### src/rtl/core_pkg.sv
// Core front end shared definitions

package core_pkg;

  // ============================================================
  // Datapath and instruction field positions
  // ============================================================
  localparam int XLEN = 32;

  localparam int OPC_LSB = 2;   // Major opcode, low two bits are the 11 marker
  localparam int OPC_MSB = 6;
  localparam int RD_LSB  = 7;
  localparam int RD_MSB  = 11;
  localparam int F3_LSB  = 12;
  localparam int F3_MSB  = 14;
  localparam int RS1_LSB = 15;
  localparam int RS1_MSB = 19;
  localparam int RS2_LSB = 20;
  localparam int RS2_MSB = 24;
  localparam int F7_LSB  = 25;
  localparam int F7_MSB  = 31;

  localparam logic [6:0] FUNCT7_ALT = 7'h20;  // SUB / SRA select

  // ============================================================
  // Opcodes and unit select
  // ============================================================
  typedef enum logic [4:0] {
    LOAD   = 5'b00000,
    OPIMM  = 5'b00100,
    AUIPC  = 5'b00101,
    STORE  = 5'b01000,
    OP     = 5'b01100,
    LUI    = 5'b01101,
    OPV    = 5'b10101,  // Vector extension
    BRANCH = 5'b11000,
    JALR   = 5'b11001,
    JAL    = 5'b11011,
    SYSTEM = 5'b11100
  } opcode_e;

  // One-hot, zero means no unit
  typedef enum logic [2:0] {
    EXEC_NONE = 3'b000,
    EXEC_INT  = 3'b001,
    EXEC_LSU  = 3'b010,
    EXEC_VEC  = 3'b100
  } exec_unit_e;

  // ============================================================
  // Micro-ops
  // ============================================================
  typedef enum logic [3:0] {
    UOP_ADD    = 4'd0,  UOP_SUB  = 4'd1,  UOP_OR   = 4'd2,  UOP_AND  = 4'd3,
    UOP_XOR    = 4'd4,  UOP_BEQ  = 4'd5,  UOP_BNE  = 4'd6,  UOP_BLT  = 4'd7,
    UOP_BGE    = 4'd8,  UOP_PASS_B = 4'd9, UOP_SLT = 4'd10, UOP_SLTU = 4'd11,
    UOP_BLTU   = 4'd12, UOP_SRA  = 4'd13, UOP_SRL  = 4'd14, UOP_SLL  = 4'd15
  } int_uop_e;

  // Shares the ADD code, only meaningful on the BRANCH opcode
  localparam logic [3:0] UOP_BGEU = 4'b0000;

  typedef enum logic [3:0] {
    LSU_LB  = 4'd1,
    LSU_LH  = 4'd2,
    LSU_LW  = 4'd3,
    LSU_LBU = 4'd5,
    LSU_LHU = 4'd6,
    LSU_SB  = 4'd9,
    LSU_SH  = 4'd10,
    LSU_SW  = 4'd12
  } lsu_uop_e;

  typedef enum logic [2:0] {
    IMM_NONE, IMM_I, IMM_S, IMM_B, IMM_U, IMM_J
  } imm_fmt_e;

endpackage

### src/rtl/decode_if.sv
// Decoded packet bus
`timescale 1ns/1ps

interface decode_if;
  import core_pkg::*;

  logic             valid;    // Packet held in the stage
  logic             ready;    // Selected port accepts
  exec_unit_e       unit;
  logic [3:0]       uop;
  logic             illegal;  // Steers to the exception port
  logic             pc_sel;   // Operand A from PC
  logic             imm_sel;  // Operand B from immediate
  logic [XLEN-1:0]  imm;
  logic [4:0]       rs1;
  logic [4:0]       rs2;
  logic [4:0]       rd;
  logic [XLEN-1:0]  pc;
  logic [XLEN-1:0]  instr;    // Raw word for exception report

  // Decode stage side
  modport stage (
    output valid, unit, uop, illegal, pc_sel, imm_sel, imm,
    output rs1, rs2, rd, pc, instr,
    input  ready
  );

  // Dispatch side
  modport disp (
    input  valid, unit, uop, illegal, pc_sel, imm_sel, imm,
    input  rs1, rs2, rd, pc, instr,
    output ready
  );

endinterface

### src/rtl/decode_unit.sv
// Opcode and funct decoder
`timescale 1ns/1ps

module decode_unit (
  input  logic [core_pkg::XLEN-1:0] instr,
  output core_pkg::exec_unit_e      unit,
  output logic [3:0]                uop,
  output logic                      pc_sel,
  output logic                      imm_sel,
  output core_pkg::imm_fmt_e        imm_fmt,
  output logic                      illegal
);
  import core_pkg::*;

  opcode_e    opc;
  logic [2:0] f3;
  logic [6:0] f7;
  logic       f7_zero;
  logic       f7_alt;

  assign opc     = opcode_e'(instr[OPC_MSB:OPC_LSB]);
  assign f3      = instr[F3_MSB:F3_LSB];
  assign f7      = instr[F7_MSB:F7_LSB];
  assign f7_zero = (f7 == 7'h00);
  assign f7_alt  = (f7 == FUNCT7_ALT);

  // ============================================================
  // Unit, micro-op, operand selects, immediate format
  // ============================================================
  always_comb begin
    unit    = EXEC_NONE;  // Unknown opcode stays here
    uop     = UOP_ADD;
    pc_sel  = 1'b0;
    imm_sel = 1'b0;
    imm_fmt = IMM_NONE;
    illegal = 1'b0;
    case (opc)
      OP: begin
        unit = EXEC_INT;
        // Only ADD/SUB and SRL/SRA have an alternate encoding
        if (!(f7_zero || (f7_alt && (f3 == 3'b000 || f3 == 3'b101))))
          illegal = 1'b1;
        case (f3)
          3'b000:  uop = f7_alt ? UOP_SUB : UOP_ADD;
          3'b001:  uop = UOP_SLL;
          3'b010:  uop = UOP_SLT;
          3'b011:  uop = UOP_SLTU;
          3'b100:  uop = UOP_XOR;
          3'b101:  uop = f7_alt ? UOP_SRA : UOP_SRL;
          3'b110:  uop = UOP_OR;
          default: uop = UOP_AND;
        endcase
      end
      OPIMM: begin
        unit    = EXEC_INT;
        imm_sel = 1'b1;
        imm_fmt = IMM_I;
        case (f3)
          3'b000:  uop = UOP_ADD;
          3'b001: begin
            uop     = UOP_SLL;
            illegal = !f7_zero;  // SLLI has no alternate
          end
          3'b010:  uop = UOP_SLT;
          3'b011:  uop = UOP_SLTU;
          3'b100:  uop = UOP_XOR;
          3'b101: begin
            uop     = f7_alt ? UOP_SRA : UOP_SRL;  // Arithmetic bit from instr[30]
            illegal = !(f7_zero || f7_alt);
          end
          3'b110:  uop = UOP_OR;
          default: uop = UOP_AND;
        endcase
      end
      LOAD: begin
        unit    = EXEC_LSU;
        imm_sel = 1'b1;
        imm_fmt = IMM_I;
        case (f3)
          3'b000:  uop = LSU_LB;
          3'b001:  uop = LSU_LH;
          3'b010:  uop = LSU_LW;
          3'b100:  uop = LSU_LBU;
          3'b101:  uop = LSU_LHU;
          default: illegal = 1'b1;  // 3, 6, 7
        endcase
      end
      STORE: begin
        unit    = EXEC_LSU;
        imm_sel = 1'b1;
        imm_fmt = IMM_S;
        case (f3)
          3'b000:  uop = LSU_SB;
          3'b001:  uop = LSU_SH;
          3'b010:  uop = LSU_SW;
          default: illegal = 1'b1;
        endcase
      end
      BRANCH: begin
        unit    = EXEC_INT;
        pc_sel  = 1'b1;
        imm_fmt = IMM_B;  // imm_sel stays low, operand B is rs2
        case (f3)
          3'b000:  uop = UOP_BEQ;
          3'b001:  uop = UOP_BNE;
          3'b100:  uop = UOP_BLT;
          3'b101:  uop = UOP_BGE;
          3'b110:  uop = UOP_BLTU;
          3'b111:  uop = UOP_BGEU;
          default: illegal = 1'b1;  // 2 and 3 unused
        endcase
      end
      LUI: begin
        unit    = EXEC_INT;
        uop     = UOP_PASS_B;  // Immediate straight through
        imm_sel = 1'b1;
        imm_fmt = IMM_U;
      end
      AUIPC: begin
        unit    = EXEC_INT;
        pc_sel  = 1'b1;
        imm_sel = 1'b1;
        imm_fmt = IMM_U;
      end
      JAL: begin
        unit    = EXEC_INT;
        pc_sel  = 1'b1;
        imm_sel = 1'b1;
        imm_fmt = IMM_J;
      end
      JALR: begin
        unit    = EXEC_INT;
        pc_sel  = 1'b1;
        imm_sel = 1'b1;
        imm_fmt = IMM_I;
      end
      SYSTEM: begin
        unit    = EXEC_INT;  // No CSR semantics, plain ADD
        imm_fmt = IMM_I;
      end
      OPV: begin
        unit = EXEC_VEC;
        uop  = {1'b0, f3};
      end
      default: illegal = 1'b1;
    endcase
    if (instr[1:0] != 2'b11)
      illegal = 1'b1;  // Compressed or reserved
  end

endmodule

### src/rtl/imm_gen.sv
// Immediate extraction
`timescale 1ns/1ps

module imm_gen (
  input  logic [core_pkg::XLEN-1:0] instr,
  input  core_pkg::imm_fmt_e        fmt,
  output logic [core_pkg::XLEN-1:0] imm
);
  import core_pkg::*;

  logic sgn;

  assign sgn = instr[XLEN-1];  // Sign bit is always instr[31]

  // ============================================================
  // Format mux
  // ============================================================
  always_comb begin
    case (fmt)
      IMM_I: begin
        imm = {{20{sgn}}, instr[31:20]};
      end
      IMM_S: begin
        // Split around rd field
        imm = {{20{sgn}}, instr[31:25], instr[11:7]};
      end
      IMM_B: begin
        // Bit 11 lives in instr[7], LSB implied zero
        imm = {{19{sgn}}, sgn, instr[7], instr[30:25], instr[11:8], 1'b0};
      end
      IMM_U: begin
        imm = {instr[31:12], 12'h000};  // Upper 20 bits
      end
      IMM_J: begin
        // Scrambled jump offset
        imm = {{11{sgn}}, sgn, instr[19:12], instr[20], instr[30:21], 1'b0};
      end
      default: begin
        imm = '0;  // R-type and vector
      end
    endcase
  end

endmodule

### src/rtl/decode_stage.sv
// Registered decode stage
`timescale 1ns/1ps

module decode_stage (
  input  logic                      clk,
  input  logic                      arst_n,
  input  logic                      in_valid,
  output logic                      in_ready,
  input  logic [core_pkg::XLEN-1:0] in_instr,
  input  logic [core_pkg::XLEN-1:0] in_pc,
  decode_if.stage                   dec
);
  import core_pkg::*;

  exec_unit_e      unit_d;
  logic [3:0]      uop_d;
  logic            pc_sel_d;
  logic            imm_sel_d;
  imm_fmt_e        fmt_d;
  logic            illegal_d;
  logic [XLEN-1:0] imm_d;
  logic            accept;

  // ============================================================
  // Combinational decode of the incoming word
  // ============================================================
  decode_unit u_decode (
    .instr   (in_instr),
    .unit    (unit_d),
    .uop     (uop_d),
    .pc_sel  (pc_sel_d),
    .imm_sel (imm_sel_d),
    .imm_fmt (fmt_d),
    .illegal (illegal_d)
  );

  imm_gen u_imm (
    .instr (in_instr),
    .fmt   (fmt_d),
    .imm   (imm_d)
  );

  // Empty, or draining this cycle
  assign in_ready = !dec.valid || dec.ready;
  assign accept   = in_valid && in_ready;

  // ============================================================
  // One-entry output register
  // ============================================================
  always_ff @(posedge clk or negedge arst_n) begin
    if (!arst_n) begin
      dec.valid <= 1'b0;
    end else if (accept) begin
      dec.valid <= 1'b1;           // New packet replaces or fills
    end else if (dec.ready) begin
      dec.valid <= 1'b0;           // Consumed, nothing behind it
    end
  end

  // Payload only moves on a handshake, held under back-pressure
  always_ff @(posedge clk) begin
    if (accept) begin
      dec.unit    <= unit_d;
      dec.uop     <= uop_d;
      dec.illegal <= illegal_d;
      dec.pc_sel  <= pc_sel_d;
      dec.imm_sel <= imm_sel_d;
      dec.imm     <= imm_d;
      dec.rs1     <= in_instr[RS1_MSB:RS1_LSB];
      dec.rs2     <= in_instr[RS2_MSB:RS2_LSB];
      dec.rd      <= in_instr[RD_MSB:RD_LSB];
      dec.pc      <= in_pc;
      dec.instr   <= in_instr;
    end
  end

endmodule

### src/rtl/dispatch_unit.sv
// Unit dispatch
`timescale 1ns/1ps

module dispatch_unit (
  decode_if.disp                    dec,
  output logic                      int_valid,
  input  logic                      int_ready,
  output logic                      lsu_valid,
  input  logic                      lsu_ready,
  output logic                      vec_valid,
  input  logic                      vec_ready,
  output logic                      exc_valid,
  input  logic                      exc_ready,
  output logic [core_pkg::XLEN-1:0] exc_instr,
  output logic [core_pkg::XLEN-1:0] exc_pc,
  output logic [3:0]                out_uop,
  output logic [core_pkg::XLEN-1:0] out_imm,
  output logic [core_pkg::XLEN-1:0] out_pc,
  output logic [4:0]                out_rs1,
  output logic [4:0]                out_rs2,
  output logic [4:0]                out_rd,
  output logic                      out_pc_sel,
  output logic                      out_imm_sel
);
  import core_pkg::*;

  // ============================================================
  // Valid steering and ready return
  // ============================================================
  always_comb begin
    int_valid = 1'b0;
    lsu_valid = 1'b0;
    vec_valid = 1'b0;
    exc_valid = 1'b0;
    dec.ready = 1'b0;
    if (dec.illegal) begin
      // Illegal wins over any unit select
      exc_valid = dec.valid;
      dec.ready = exc_ready;
    end else begin
      case (dec.unit)
        EXEC_INT: begin
          int_valid = dec.valid;
          dec.ready = int_ready;
        end
        EXEC_LSU: begin
          lsu_valid = dec.valid;
          dec.ready = lsu_ready;
        end
        EXEC_VEC: begin
          vec_valid = dec.valid;
          dec.ready = vec_ready;
        end
        default: begin
          exc_valid = dec.valid;  // No unit, treat as exception
          dec.ready = exc_ready;
        end
      endcase
    end
  end

  // Shared payload, qualified by the port valids
  assign out_uop     = dec.uop;
  assign out_imm     = dec.imm;
  assign out_pc      = dec.pc;
  assign out_rs1     = dec.rs1;
  assign out_rs2     = dec.rs2;
  assign out_rd      = dec.rd;
  assign out_pc_sel  = dec.pc_sel;
  assign out_imm_sel = dec.imm_sel;
  assign exc_instr   = dec.instr;  // Faulting word
  assign exc_pc      = dec.pc;

endmodule

### src/rtl/core_frontend_top.sv
// Decode and dispatch front end
`timescale 1ns/1ps

module core_frontend_top (
  input  logic                      clk,
  input  logic                      arst_n,
  // Instruction input
  input  logic                      in_valid,
  output logic                      in_ready,
  input  logic [core_pkg::XLEN-1:0] in_instr,
  input  logic [core_pkg::XLEN-1:0] in_pc,
  // Shared payload
  output logic [3:0]                out_uop,
  output logic [core_pkg::XLEN-1:0] out_imm,
  output logic [core_pkg::XLEN-1:0] out_pc,
  output logic [4:0]                out_rs1,
  output logic [4:0]                out_rs2,
  output logic [4:0]                out_rd,
  output logic                      out_pc_sel,
  output logic                      out_imm_sel,
  // Unit ports
  output logic                      int_valid,
  input  logic                      int_ready,
  output logic                      lsu_valid,
  input  logic                      lsu_ready,
  output logic                      vec_valid,
  input  logic                      vec_ready,
  // Exception port
  output logic                      exc_valid,
  input  logic                      exc_ready,
  output logic [core_pkg::XLEN-1:0] exc_instr,
  output logic [core_pkg::XLEN-1:0] exc_pc
);

  decode_if dec_bus ();

  decode_stage u_stage (
    .clk      (clk),
    .arst_n   (arst_n),
    .in_valid (in_valid),
    .in_ready (in_ready),
    .in_instr (in_instr),
    .in_pc    (in_pc),
    .dec      (dec_bus.stage)
  );

  dispatch_unit u_disp (
    .dec         (dec_bus.disp),
    .int_valid   (int_valid),
    .int_ready   (int_ready),
    .lsu_valid   (lsu_valid),
    .lsu_ready   (lsu_ready),
    .vec_valid   (vec_valid),
    .vec_ready   (vec_ready),
    .exc_valid   (exc_valid),
    .exc_ready   (exc_ready),
    .exc_instr   (exc_instr),
    .exc_pc      (exc_pc),
    .out_uop     (out_uop),
    .out_imm     (out_imm),
    .out_pc      (out_pc),
    .out_rs1     (out_rs1),
    .out_rs2     (out_rs2),
    .out_rd      (out_rd),
    .out_pc_sel  (out_pc_sel),
    .out_imm_sel (out_imm_sel)
  );

endmodule

### config.mk
export PLATFORM = sky130hd
export DESIGN_NAME = core_frontend_top
export DESIGN_NICKNAME = d
export VERILOG_FILES = /design/src/rtl/core_pkg.sv /design/src/rtl/decode_if.sv /design/src/rtl/decode_unit.sv /design/src/rtl/imm_gen.sv /design/src/rtl/decode_stage.sv /design/src/rtl/dispatch_unit.sv /design/src/rtl/core_frontend_top.sv
export SDC_FILE = /design/constraint.sdc
export NUM_CORES = 1
export LEC_CHECK = 0
export ABC_AREA = 1
export BUFFER_PORTS_ARGS = -buffer_cell sky130_fd_sc_hd__buf_2
export CORE_MARGIN = 1
export CORE_UTILIZATION = 42
export CTS_CLUSTER_SIZE = 10
export DETAILED_ROUTE_END_ITERATION = 8
export PLACE_DENSITY = 0.76
export SYNTH_ARGS = -nofsm -noshare
export SYNTH_HDL_FRONTEND = slang
export SYNTH_SLANG_ARGS = --single-unit
### constraint.sdc
create_clock -name clk -period 6.2 [get_ports clk]
set_input_delay 0.31 -clock clk [delete_from_list [all_inputs] [get_ports clk]]
set_output_delay 0.31 -clock clk [all_outputs]
set_load 0.01 [all_outputs]
==> results.md, run 1 <==
* Hold_ws at about 0.11 ns
* CP delay by family, top: simple AND/OR/NAND/NOR gates
* Number of antenna violations at the first check in global routing at 0
* Slowest stage cell on the critical path: sky130_fd_sc_hd__nor2_4
* Initial standard-cell utilization of the core at 0.434
* Cell-by-cell listing of the critical path: inv_1 > nand3_1 > nand3_1 > nand2_1 > nor2_1 > nor2_1 > nor2_4 > buf_4
* Number of top-level pins at 225
* Final clock skew at approximately 0.014 ns
* Dominant combinational cell family by area after synthesis: simple AND/OR/NAND/NOR gates
* Wirelength, routed at ~11 mm
* Std cell rows at 38
* Vert. Die Dim at 108 um
* Final core utilization at 0.538
* Vias per Instance at 4.79
* Placeable core region at ~11000 um^2
* Post-synthesis average cell area at 12.1 um^2
* Worst hold-check path type: input port to flip-flop
* Worst IR drop on VDD at between 0.0001 and 0.00015 V
* Data arrival time of the critical path at between 3 and 4 ns
* Register clock-pin slew on the reported worst setup and hold paths at 0.10 ns
* Clock latency of the later-clocked register in the worst-skew pair at around 0.36 ns
* # fillers at 970
* Cell Pwr Density at between 200 and 300 nW/um^2
* Most common library cell in the layout ignoring fill and taps: sky130_fd_sc_hd__buf_2
* Complex-gate fraction of the synthesized area at 0.0249
* Transition time of the tightest slew-check pin at 1.19 ns
* Top achievable clock speed at 319 MHz
* Required @ worst endpoint at 6.20 ns
* Global-route wire length before repair at 16.6 mm
* Post-synthesis mux area share at 0
* Average wire per cell in the routed design at ~16 um
* Buffer depth of the longest clock path at 2
* Sequential cell area fraction in the yosys report at 0.679
* Largest stage delay, worst path at 0.89 ns
* Max-slew violations at 0
* CTS Buf Count at 9
* Area delta synth->final at 24.0%
* Mapped cell area at 4730 um^2
* Via Count at 3448
* Xor and xnor fraction of the mapped netlist area at 0
* Endpoints failing setup at 0
* TritonCTS Sinks at 107
* Number of global-route vias before repair at 3218
* Maximum number of pins on one net before global-route repair at 63
* Final worst setup slack at 3.06 ns
* Area enclosed by the die boundary at between 10000 and 15000 um^2
* Count of antenna-violating nets left after detailed routing at 0
* Post-synth net total at 462
* Worst Path Buf+Inv at 2
* Normalized max-slew margin at 0.202
* Net count, final at 647
* Gate Count Post-Synth at roughly 390
* Pre-CTS worst setup slack at 3.05 ns
* Clock tree from TritonCTS: yes
* Number of buffer cells added on primary ports at 224
* Post-synthesis share of cell area spent on and, or, nand and nor gates at 0.188
* Number of inserted diodes at 0
* Post-detailed-placement half-perimeter wirelength at 8.39 mm
* Startpoint kind of the worst setup timing path: flip-flop
* Time the worst path needs with I/O delays and setup at 3.14 ns
* Number of synthesized register bits at 107
* Count of endpoints failing hold in the final timing report at 0
* H-tree level count at 3
* Highest-count cells in the layout ignoring fill and taps: sky130_fd_sc_hd__buf_2 (224), sky130_fd_sc_hd__edfxtp_1 (106), sky130_fd_sc_hd__nand2_1 (89), sky130_fd_sc_hd__nor2_1 (38), sky130_fd_sc_hd__inv_1 (26)
* Static Leak at 0.00279 uW
* Clock root cell: sky130_fd_sc_hd__clkbuf_8
* Overflow left after global routing at 0
* Unrepaired setup endpoints after global routing: false
* Max-cap viol count at 0
* Run status: complete, no violations
* Routability Congestion at 0.931
* Tcrit/Tclk final at 0.506
* Final-layout setup total negative slack at 0 ns
* DRC Markers at 0
* Number of DRC violations after detailed-routing iteration 0 at 233
* Global Route Usage Sum at 0.189
* Floorplan die width at 108 um
* Area share of fa/ha/maj cells after synthesis at 0
* Yosys warnings at 0
* Element type at the critical path end: flip-flop
* First-pass iteration count of the detailed router at 4
* Category of the critical setup timing path: flip-flop to flip-flop
* Largest fanout on the critical path at 62
* Layout cells sized above 1 at 0.467
* Distinct cells, synth at 30
## routing by layer
metal,track usage,wire length (um)
met5,0,0
met4,0.0665,189
met3,0.0458,760
met2,0.323,5670
met1,0.235,4600
## state kept, by name (all words and copies together) (netlist names), 3 cells and up
register and cells:
u_stage.dec.imm 32, u_stage.dec.pc 32, u_stage.dec.instr 20, u_stage.dec.rd 4, u_stage.dec.rs1 4, u_stage.dec.rs2 4
u_stage.dec.uop 4, u_stage.dec.unit 3
## cell type report
type	count	area (um^2)	area share
Clock buffer	11	131	0.0224
Tap cell	140	175	0.0299
Sequential cell	107	3210	0.547
Timing Repair Buffer	226	1140	0.194
Inverter	31	119	0.0203
Multi-Input combinational cell	201	1010	0.173
Clock inverter	4	73.8	0.0126
## timing repair
item                       4_1_cts  5_1_grt
hold buffers                     1        0
setup buffers                    0        0
resized for setup                0        0
hold endpoints to repair         1        0
setup endpoints to repair        0        0
## Yosys cell counts
| cell | instances | area (um^2) |
|---|---|---|
| sky130_fd_sc_hd__nor3_1 | 2 | 10.0 |
| sky130_fd_sc_hd__buf_2 | 2 | 10.0 |
| sky130_fd_sc_hd__o21ai_0 | 3 | 15.0 |
| sky130_fd_sc_hd__inv_1 | 26 | 97.6 |
| sky130_fd_sc_hd__nor2_4 | 2 | 22.5 |
| sky130_fd_sc_hd__nand3_4 | 2 | 35.0 |
| sky130_fd_sc_hd__o21ai_2 | 1 | 8.76 |
| sky130_fd_sc_hd__o21a_1 | 4 | 30.0 |
| sky130_fd_sc_hd__nand4_1 | 7 | 43.8 |
| sky130_fd_sc_hd__nor2_1 | 39 | 146 |
| sky130_fd_sc_hd__edfxtp_1 | 106 | 3180 |
| sky130_fd_sc_hd__a22o_1 | 1 | 8.76 |
| sky130_fd_sc_hd__nand3_2 | 12 | 120 |
| sky130_fd_sc_hd__clkbuf_1 | 1 | 3.75 |
| sky130_fd_sc_hd__nand2_1 | 89 | 334 |
| sky130_fd_sc_hd__nor2_2 | 3 | 18.8 |
| sky130_fd_sc_hd__buf_6 | 1 | 11.3 |
| sky130_fd_sc_hd__dfrtp_1 | 1 | 25.0 |
| sky130_fd_sc_hd__inv_2 | 4 | 15.0 |
| sky130_fd_sc_hd__inv_4 | 1 | 6.26 |
| sky130_fd_sc_hd__o211ai_2 | 1 | 12.5 |
| sky130_fd_sc_hd__o21ai_4 | 1 | 16.3 |
| sky130_fd_sc_hd__nand3_1 | 23 | 115 |
| sky130_fd_sc_hd__buf_8 | 1 | 15.0 |
| sky130_fd_sc_hd__o22ai_1 | 1 | 6.26 |
| sky130_fd_sc_hd__nand2_4 | 1 | 11.3 |
| sky130_fd_sc_hd__nand2_2 | 4 | 25.0 |
| sky130_fd_sc_hd__buf_4 | 47 | 353 |
| sky130_fd_sc_hd__nand3b_1 | 1 | 7.51 |
| sky130_fd_sc_hd__a21oi_1 | 4 | 20.0 |
## per-stage QoR
step	cell area (um^2)	instances	total power, uW
finish	5860	720	1520
global route	5860	720	1580
CTS	5860	720	1530
detailed placement	5650	704	1080
global placement	5650	704	1080
floorplan	4730	391	1000
## final timing paths
path / slack [ns] / endpoint / start / cells after the start
setup / recovery: 3.06 / u_stage.dec.imm[24]$_DFFE_PP_ / u_stage.dec.unit[2]$_DFFE_PP_ / 8
hold / removal: 0.11 / u_stage.dec.pc[28]$_DFFE_PP_ / in_pc[28] / 1
setup reg to reg: 3.06 / u_stage.dec.imm[24]$_DFFE_PP_ / u_stage.dec.unit[2]$_DFFE_PP_ / 8
hold reg to reg: 0.61 / u_stage.dec.valid$_DFFE_PN0P_ / u_stage.dec.valid$_DFFE_PN0P_ / 2
max in group asynchronous: 5.87 / u_stage.dec.valid$_DFFE_PN0P_ / arst_n / 2
min in group asynchronous: 0.25 / u_stage.dec.valid$_DFFE_PN0P_ / arst_n / 2
## cell families after synthesis
family / after synthesis
AND/OR/NAND/NOR: 185
flip-flops: 107
buffers and inverters: 83
AO/OA/AOI/OAI: 16
## report_power, final
part	internal, uW	switching [uW]	total [uW]
sequential	851	16.3	867
combinational	71.2	125	196
clock	227	225	452
(Power assumes the default switching activity.)
==> run 2, diff against run 1 <==
Clock period 6.2 ns to 2.5 ns, I/O delays scaled along.
==> results.md, run 2 (same netlist as run 1, synthesis figures left out) <==
* Run status: complete, no violations
* Vias per Instance at 4.75 (-0.90%)
* Launch point of the critical path: u_stage.dec.unit[1]$_DFFE_PP_
* Area enclosed by the die boundary at 11700 um^2 (unchanged)
* Sw power at 993 uW (+170%)
* Std cell rows at 38 (unchanged)
* R2R depth at 8 (unchanged)
* Required @ worst endpoint at 2.59 ns (-3.61 ns)
* Clock root cell: sky130_fd_sc_hd__clkbuf_8
* Startpoint kind of the worst setup timing path: flip-flop
* Net count, final at 710 (+9.7%)
* Count of antenna-violating nets left after detailed routing at 0 (unchanged)
* Wirelength, routed at 12.8 mm (+14%)
* Highest-count cells in the layout ignoring fill and taps: sky130_fd_sc_hd__buf_2 (224), sky130_fd_sc_hd__edfxtp_1 (106), sky130_fd_sc_hd__nand2_1 (89), sky130_fd_sc_hd__dlygate4sd3_1 (58), sky130_fd_sc_hd__nor2_1 (38)
* Slowest stage cell on the critical path: sky130_fd_sc_hd__nor2_4
* Crit path to: u_stage.dec.pc[4]$_DFFE_PP_
* Endpoints failing setup at 0 (unchanged)
* Worst hold-check path type: input port to flip-flop
* Setup slack on the worst flop-to-flop path at 0.39 ns (-2.67 ns)
* Share of total power in the clock network at 0.263 (-0.035)
* Number of top-level pins at 225 (unchanged)
* Pre-CTS worst setup slack at 0.404 ns (-2.65 ns)
* Worst IR drop on VDD at 0.000419 V (+210%)
* Static Leak at 0.00304 uW (+9.2%)
* CTS Buf Count at 9 (unchanged)
* First-pass iteration count of the detailed router at 6 (+2)
* Average wire per cell in the routed design at 16.3 um (+4.6%)
* Number of buffer cells added on primary ports at 224 (unchanged)
* Registers with the highest flip-flop counts: u_stage.dec.imm (32), u_stage.dec.pc (32), u_stage.dec.instr (20)
* Most common library cell in the layout ignoring fill and taps: sky130_fd_sc_hd__buf_2
* Share of power burned in combinational logic at 0.159 (+0.029)
* Max-slew violations at 0 (unchanged)
* Resize count post-CTS at 0 (unchanged)
* Clock latency of the later-clocked register in the worst-skew pair at 0.38 ns (+0.02 ns)
* Number of DRC violations after detailed-routing iteration 0 at 244 (+4.7%)
* Sequential fraction of design power at 0.577 (+0.005)
* Number of global-route vias before repair at 3657 (+14%)
* Global-route wire length before repair at 18.5 mm (+12%)
* Worst reg2reg path endpoint: u_stage.dec.pc[4]$_DFFE_PP_
* Cell Pwr Density at 573 nW/um^2 (+120%)
* Placeable core region at 10900 um^2 (unchanged)
* Initial standard-cell utilization of the core at 0.434 (unchanged)
* Data arrival time of the critical path at 2.20 ns (-0.94 ns)
* Global Route Usage Sum at 0.218 (+0.0282)
* TritonCTS Sinks at 107 (unchanged)
* Register clock-pin slew on the reported worst setup and hold paths at 0.10 ns (about the same)
* Count of endpoints failing hold in the final timing report at 0 (unchanged)
* Max-cap viol count at 0 (unchanged)
* Cell-by-cell listing of the critical path: inv_2 > nand3_1 > nand3_1 > nand2_1 > nor2_1 > nor2_1 > nor2_4 > buf_4
* Unrepaired setup endpoints after global routing: false
* Element type at the critical path end: flip-flop
* Time the worst path needs with I/O delays and setup at 2.11 ns (-1.03 ns)
* Final-layout setup total negative slack at 0 ns (unchanged)
* Largest stage delay, worst path at 0.49 ns (-0.40 ns)
* Final worst setup slack at 0.394 ns (-2.67 ns)
* Area delta synth->final at 37.5%
* Number of inserted diodes at 0 (unchanged)
* Category of the critical setup timing path: flip-flop to flip-flop
* Post-detailed-placement half-perimeter wirelength at 8.95 mm (+6.7%)
* Layout cells sized above 1 at 0.439 (-0.0287)
* Final clock skew at 0.0102 ns (-0.00416 ns)
* Startpoint of the worst register-to-register path: u_stage.dec.unit[1]$_DFFE_PP_
* DRC Markers at 0 (unchanged)
* Top achievable clock speed at 475 MHz (+49%)
* Maximum number of pins on one net before global-route repair at 30 (-52%)
* Number of antenna violations at the first check in global routing at 0 (unchanged)
* Largest fanout on the critical path at 13 (-79%)
* Normalized max-slew margin at 0.529 (+0.327)
* Floorplan die width at 108 um (unchanged)
* Overflow left after global routing at 0 (unchanged)
* Vert. Die Dim at 108 um (unchanged)
* Net Sw Frac at 0.267 (+0.0246)
* Via Count at 3716 (+7.8%)
* Transition time of the tightest slew-check pin at 0.704 ns (-0.490 ns)
* Buffer depth of the longest clock path at 2 (unchanged)
* Design internal power at 2730 uW (+140%)
* Routability Congestion at 0.782 (-16%)
* Tcrit/Tclk final at 0.843 (+0.336)
* Postcts setup bufs at 0 (unchanged)
* Clock tree from TritonCTS: yes
* H-tree level count at 3 (unchanged)
==> run 2: worst min path at each step <==
stage / cells past startpoint / startpoint / slack [ns] / endpoint
finish: 1 / in_instr[5] / 0.03 / u_stage.dec.instr[5]$_DFFE_PP_
global route: 2 / arst_n / 0.02 / u_stage.dec.valid$_DFFE_PN0P_
CTS: 2 / arst_n / 0.001 / u_stage.dec.valid$_DFFE_PN0P_
detailed placement: 1 / arst_n / -0.1 / u_stage.dec.valid$_DFFE_PN0P_
global placement: 1 / arst_n / -0.1 / u_stage.dec.valid$_DFFE_PN0P_
floorplan: 0 / arst_n / -0.17 / u_stage.dec.valid$_DFFE_PN0P_
==> run 2: stage by stage <==
step	total power [uW]	util	cell area, um^2	cells	hold WS [ns]
4_1_cts	3760	0.597	6500	783	0.00148
3_3_place_gp	2700	0.527	5740	710	-0.0985
3_5_place_dp	2710	0.527	5740	710	-0.0992
5_1_grt	3880	0.597	6500	783	0.0184
2_1_floorplan	2480	-	4730	391	-0.171
6_report	3720	0.597	6500	783	0.0297
==> run 2: critical path: cells and delay by family (launching register included) <==
family	cells	cell delay, ns
DFF	1	0.45
and+or+nand+nor	6	0.94
buffers and inverters	2	0.42
==> run 2: routing by layer <==
layer | GRT usage | vias up | routed length, um
met5 | 0 | - | 0
met4 | 0.0881 | 0 | 320
met3 | 0.0681 | 27 | 944
met2 | 0.408 | 172 | 6880
met1 | 0.222 | 1741 | 4610
li1 | - | 1776 | -
==> run 2: layout make-up <==
cell class                 instances  area (um^2)
timing repair buffer             289         1800
multi-input combinational        201         1010
sequential                       107         3210
fill                             888         4390
tap                              140          175
clock buffer                       9          124
inverter                          31          119
clock inverter                     6         52.6
==> run 2: power groups by stage <==
stage	sequential (uW)	combinational, uW	clock (uW)
floorplan	2250	229	0
global placement	2190	513	0
detailed placement	2190	522	0
CTS	2150	593	1010
global route	2160	645	1070
finish	2150	594	980
==> run 2: what timing repair did <==
action,CTS,global route
hold buffers,58,0
setup endpoints to repair,0,0
endpoints found under the hold margin,58,0
==> run 3, diff against run 2 <==
Clock period 2.5 ns to 1.7 ns, I/O delays scaled along.
==> results.md, run 3 (same netlist as run 1, synthesis figures left out) <==
* Slowest stage cell on the critical path: sky130_fd_sc_hd__edfxtp_1
* Cell-by-cell listing of the critical path: inv_2 > nand3_2 > nand3_2 > nand2_4 > nor2_4 > nor2_2 > nor2_4 > buf_6 > clkbuf_16
* Initial standard-cell utilization of the core at 0.434 (unchanged)
* Static Leak at 0.00322 uW (+5.9%)
* Run status: complete, but fails checks
* Number of buffer cells added on primary ports at 224 (unchanged)
* Cell Pwr Density at 853 nW/um^2 (+49%)
* Unrepaired setup endpoints after global routing: true
* First-pass iteration count of the detailed router at 4 (-2)
* Design Power at 5860 uW (+57%)
* Wirelength, routed at 13.6 mm (+6.2%)
* Data arrival time of the critical path at 1.88 ns (-0.32 ns)
* Register clock-pin slew on the reported worst setup and hold paths at 0.10 ns (about the same)
* CP delay by family, top: simple AND/OR/NAND/NOR gates
* Maximum number of pins on one net before global-route repair at 29 (-3.3%)
* Vert. Die Dim at 108 um (unchanged)
* Failing checks: setup timing
* Endpoints failing setup at 106 (+106)
* Layout cells sized above 1 at 0.464 (+0.0251)
* H-tree level count at 3 (unchanged)
* Floorplan die width at 108 um (unchanged)
* Buffer depth of the longest clock path at 2 (unchanged)
* Clock latency of the later-clocked register in the worst-skew pair at 0.36 ns (-0.02 ns)
* Element type at the critical path end: flip-flop
* Final clock skew at 0.00631 ns (-0.00384 ns)
* Worst hold-check path type: input port to flip-flop
* Category of the critical setup timing path: flip-flop to flip-flop
* Area delta synth->final at 45.3%
* Number of antenna violations at the first check in global routing at 0 (unchanged)
* Largest stage delay, worst path at 0.45 ns (-0.04 ns)
* Required @ worst endpoint at 1.79 ns (-0.80 ns)
* Global-route wire length before repair at 18.6 mm (+0.82%)
* Vias per Instance at 4.82 (+1.5%)
* Global Route Usage Sum at 0.214 (-0.00363)
* Max-slew violations at 0 (unchanged)
* Time the worst path needs with I/O delays and setup at 1.79 ns (-0.316 ns)
* Placeable core region at 10900 um^2 (unchanged)
* Highest-count cells in the layout ignoring fill and taps: sky130_fd_sc_hd__buf_2 (224), sky130_fd_sc_hd__edfxtp_1 (106), sky130_fd_sc_hd__nand2_1 (86), sky130_fd_sc_hd__dlygate4sd3_1 (59), sky130_fd_sc_hd__nor2_1 (35)
* Std cell rows at 38 (unchanged)
* CTS Buf Count at 9 (unchanged)
* Transition time of the tightest slew-check pin at 0.468 ns (-0.237 ns)
* Final worst setup slack at -0.0904 ns (-0.484 ns)
* Registers with the highest flip-flop counts: u_stage.dec.imm (32), u_stage.dec.pc (32), u_stage.dec.instr (20)
* Worst Path Buf+Inv at 3 (+1)
* Final-layout setup total negative slack at -7.79 ns (-7.79 ns)
* Post-detailed-placement half-perimeter wirelength at 8.80 mm (-1.7%)
* DRC Markers at 0 (unchanged)
* Hold_ws at 0.0245 ns (-0.00519 ns)
* Final core utilization at 0.631 (+0.0342)
* Tcrit/Tclk final at 1.05 (+0.211)
* Routability Congestion at 0.810 (+3.6%)
* Count of endpoints failing hold in the final timing report at 0 (unchanged)
* Largest fanout on the critical path at 7 (-6)
* Via Count at 3854 (+3.7%)
* Pre-CTS worst setup slack at -0.0809 ns (-0.485 ns)
* Number of global-route vias before repair at 3553 (-2.8%)
* TritonCTS Sinks at 107 (unchanged)
* Clock root cell: sky130_fd_sc_hd__clkbuf_8
* # fillers at 861 (-3.0%)
* Most common library cell in the layout ignoring fill and taps: sky130_fd_sc_hd__buf_2
* Number of DRC violations after detailed-routing iteration 0 at 237 (-2.9%)
* Count of antenna-violating nets left after detailed routing at 0 (unchanged)
* Startpoint kind of the worst setup timing path: flip-flop
* Worst IR drop on VDD at 0.000400 V (-4.3%)
* Number of inserted diodes at 0 (unchanged)
* Max-cap viol count at 0 (unchanged)
* Overflow left after global routing at 0 (unchanged)
* Net count, final at 726 (+2.3%)
* Average wire per cell in the routed design at 16.9 um (+4.0%)
* Top achievable clock speed at 559 MHz (+18%)
* Number of top-level pins at 225 (unchanged)
* Area enclosed by the die boundary at 11700 um^2 (unchanged)
* Clock tree from TritonCTS: yes
* Normalized max-slew margin at 0.687 (+0.159)
run 3: cell types whose count changed in the layout (fill, tap and decap cells not counted), sizes merged:
cell / previous run / this run
clkbuf: 9 / 16
buf: 231 / 240
dlygate4sd3: 58 / 59
clkinvlp: 3 / 2
bufinv: 0 / 2
clkinv: 2 / 1
run 3: worst reg2reg max path: stages, from the launching register on:
cell and delay [ns]:
sky130_fd_sc_hd__edfxtp_1 0.45, sky130_fd_sc_hd__inv_2 0.12, sky130_fd_sc_hd__nand3_2 0.10, sky130_fd_sc_hd__nand3_2 0.12, sky130_fd_sc_hd__nand2_4 0.08, sky130_fd_sc_hd__nor2_4 0.09, sky130_fd_sc_hd__nor2_2 0.05, sky130_fd_sc_hd__nor2_4 0.17
sky130_fd_sc_hd__buf_6 0.17, sky130_fd_sc_hd__clkbuf_16 0.16
run 3: power breakdown:
group          internal [uW]  switching, uW
combinational            464            535
clock                    832            867
sequential              3100           65.8
total                   4400           1470
run 3: metrics by stage:
step | cells | instance area, um^2
final | 800 | 6870
after detailed placement | 708 | 5700
after CTS | 790 | 6630
after floorplan | 391 | 4730
after global routing | 800 | 6870
after global placement | 708 | 5700
run 3: routing by layer:
metal	up-vias	part of all wire	track usage
li1	1817	-	-
met3	24	0.059	0.0398
met2	165	0.54	0.384
met1	1848	0.38	0.248
met4	0	0.023	0.0930
met5	-	0	0
run 3: path summary, 6_finish.rpt:
path                                                    start                             end  slack (ns)  depth (start not counted)
worst max-delay path            u_stage.dec.unit[2]$_DFFE_PP_     u_stage.dec.rd[0]$_DFFE_PP_       -0.09                          9
worst min-delay path                              in_instr[5]  u_stage.dec.instr[5]$_DFFE_PP_        0.02                          1
worst max register to register  u_stage.dec.unit[2]$_DFFE_PP_     u_stage.dec.rd[0]$_DFFE_PP_       -0.09                          9
worst min register to register  u_stage.dec.valid$_DFFE_PN0P_   u_stage.dec.valid$_DFFE_PN0P_        0.63                          2
max in group asynchronous                              arst_n   u_stage.dec.valid$_DFFE_PN0P_        1.07                          3
min in group asynchronous                              arst_n   u_stage.dec.valid$_DFFE_PN0P_        0.53                          3
run 3: area by class of cell:
| type | count | area, um^2 | share of cell area |
|---|---|---|---|
| inverters | 31 | 119 | 0.0173 |
| clock inverters | 6 | 87.6 | 0.0127 |
| well taps | 140 | 175 | 0.0255 |
| flip-flops and latches | 107 | 3210 | 0.467 |
| clock buffers | 10 | 128 | 0.0186 |
| multi-input cells | 201 | 1060 | 0.154 |
| repair buffers | 305 | 2090 | 0.305 |
run 3: timing repair:
action	4_1_cts	5_1_grt
setup buffers	4	1
hold buffers	59	0
pin swaps	3	2
gates cloned	3	9
endpoints found under the setup margin	106	119
endpoints found under the hold margin	62	0
resized for setup	8	11
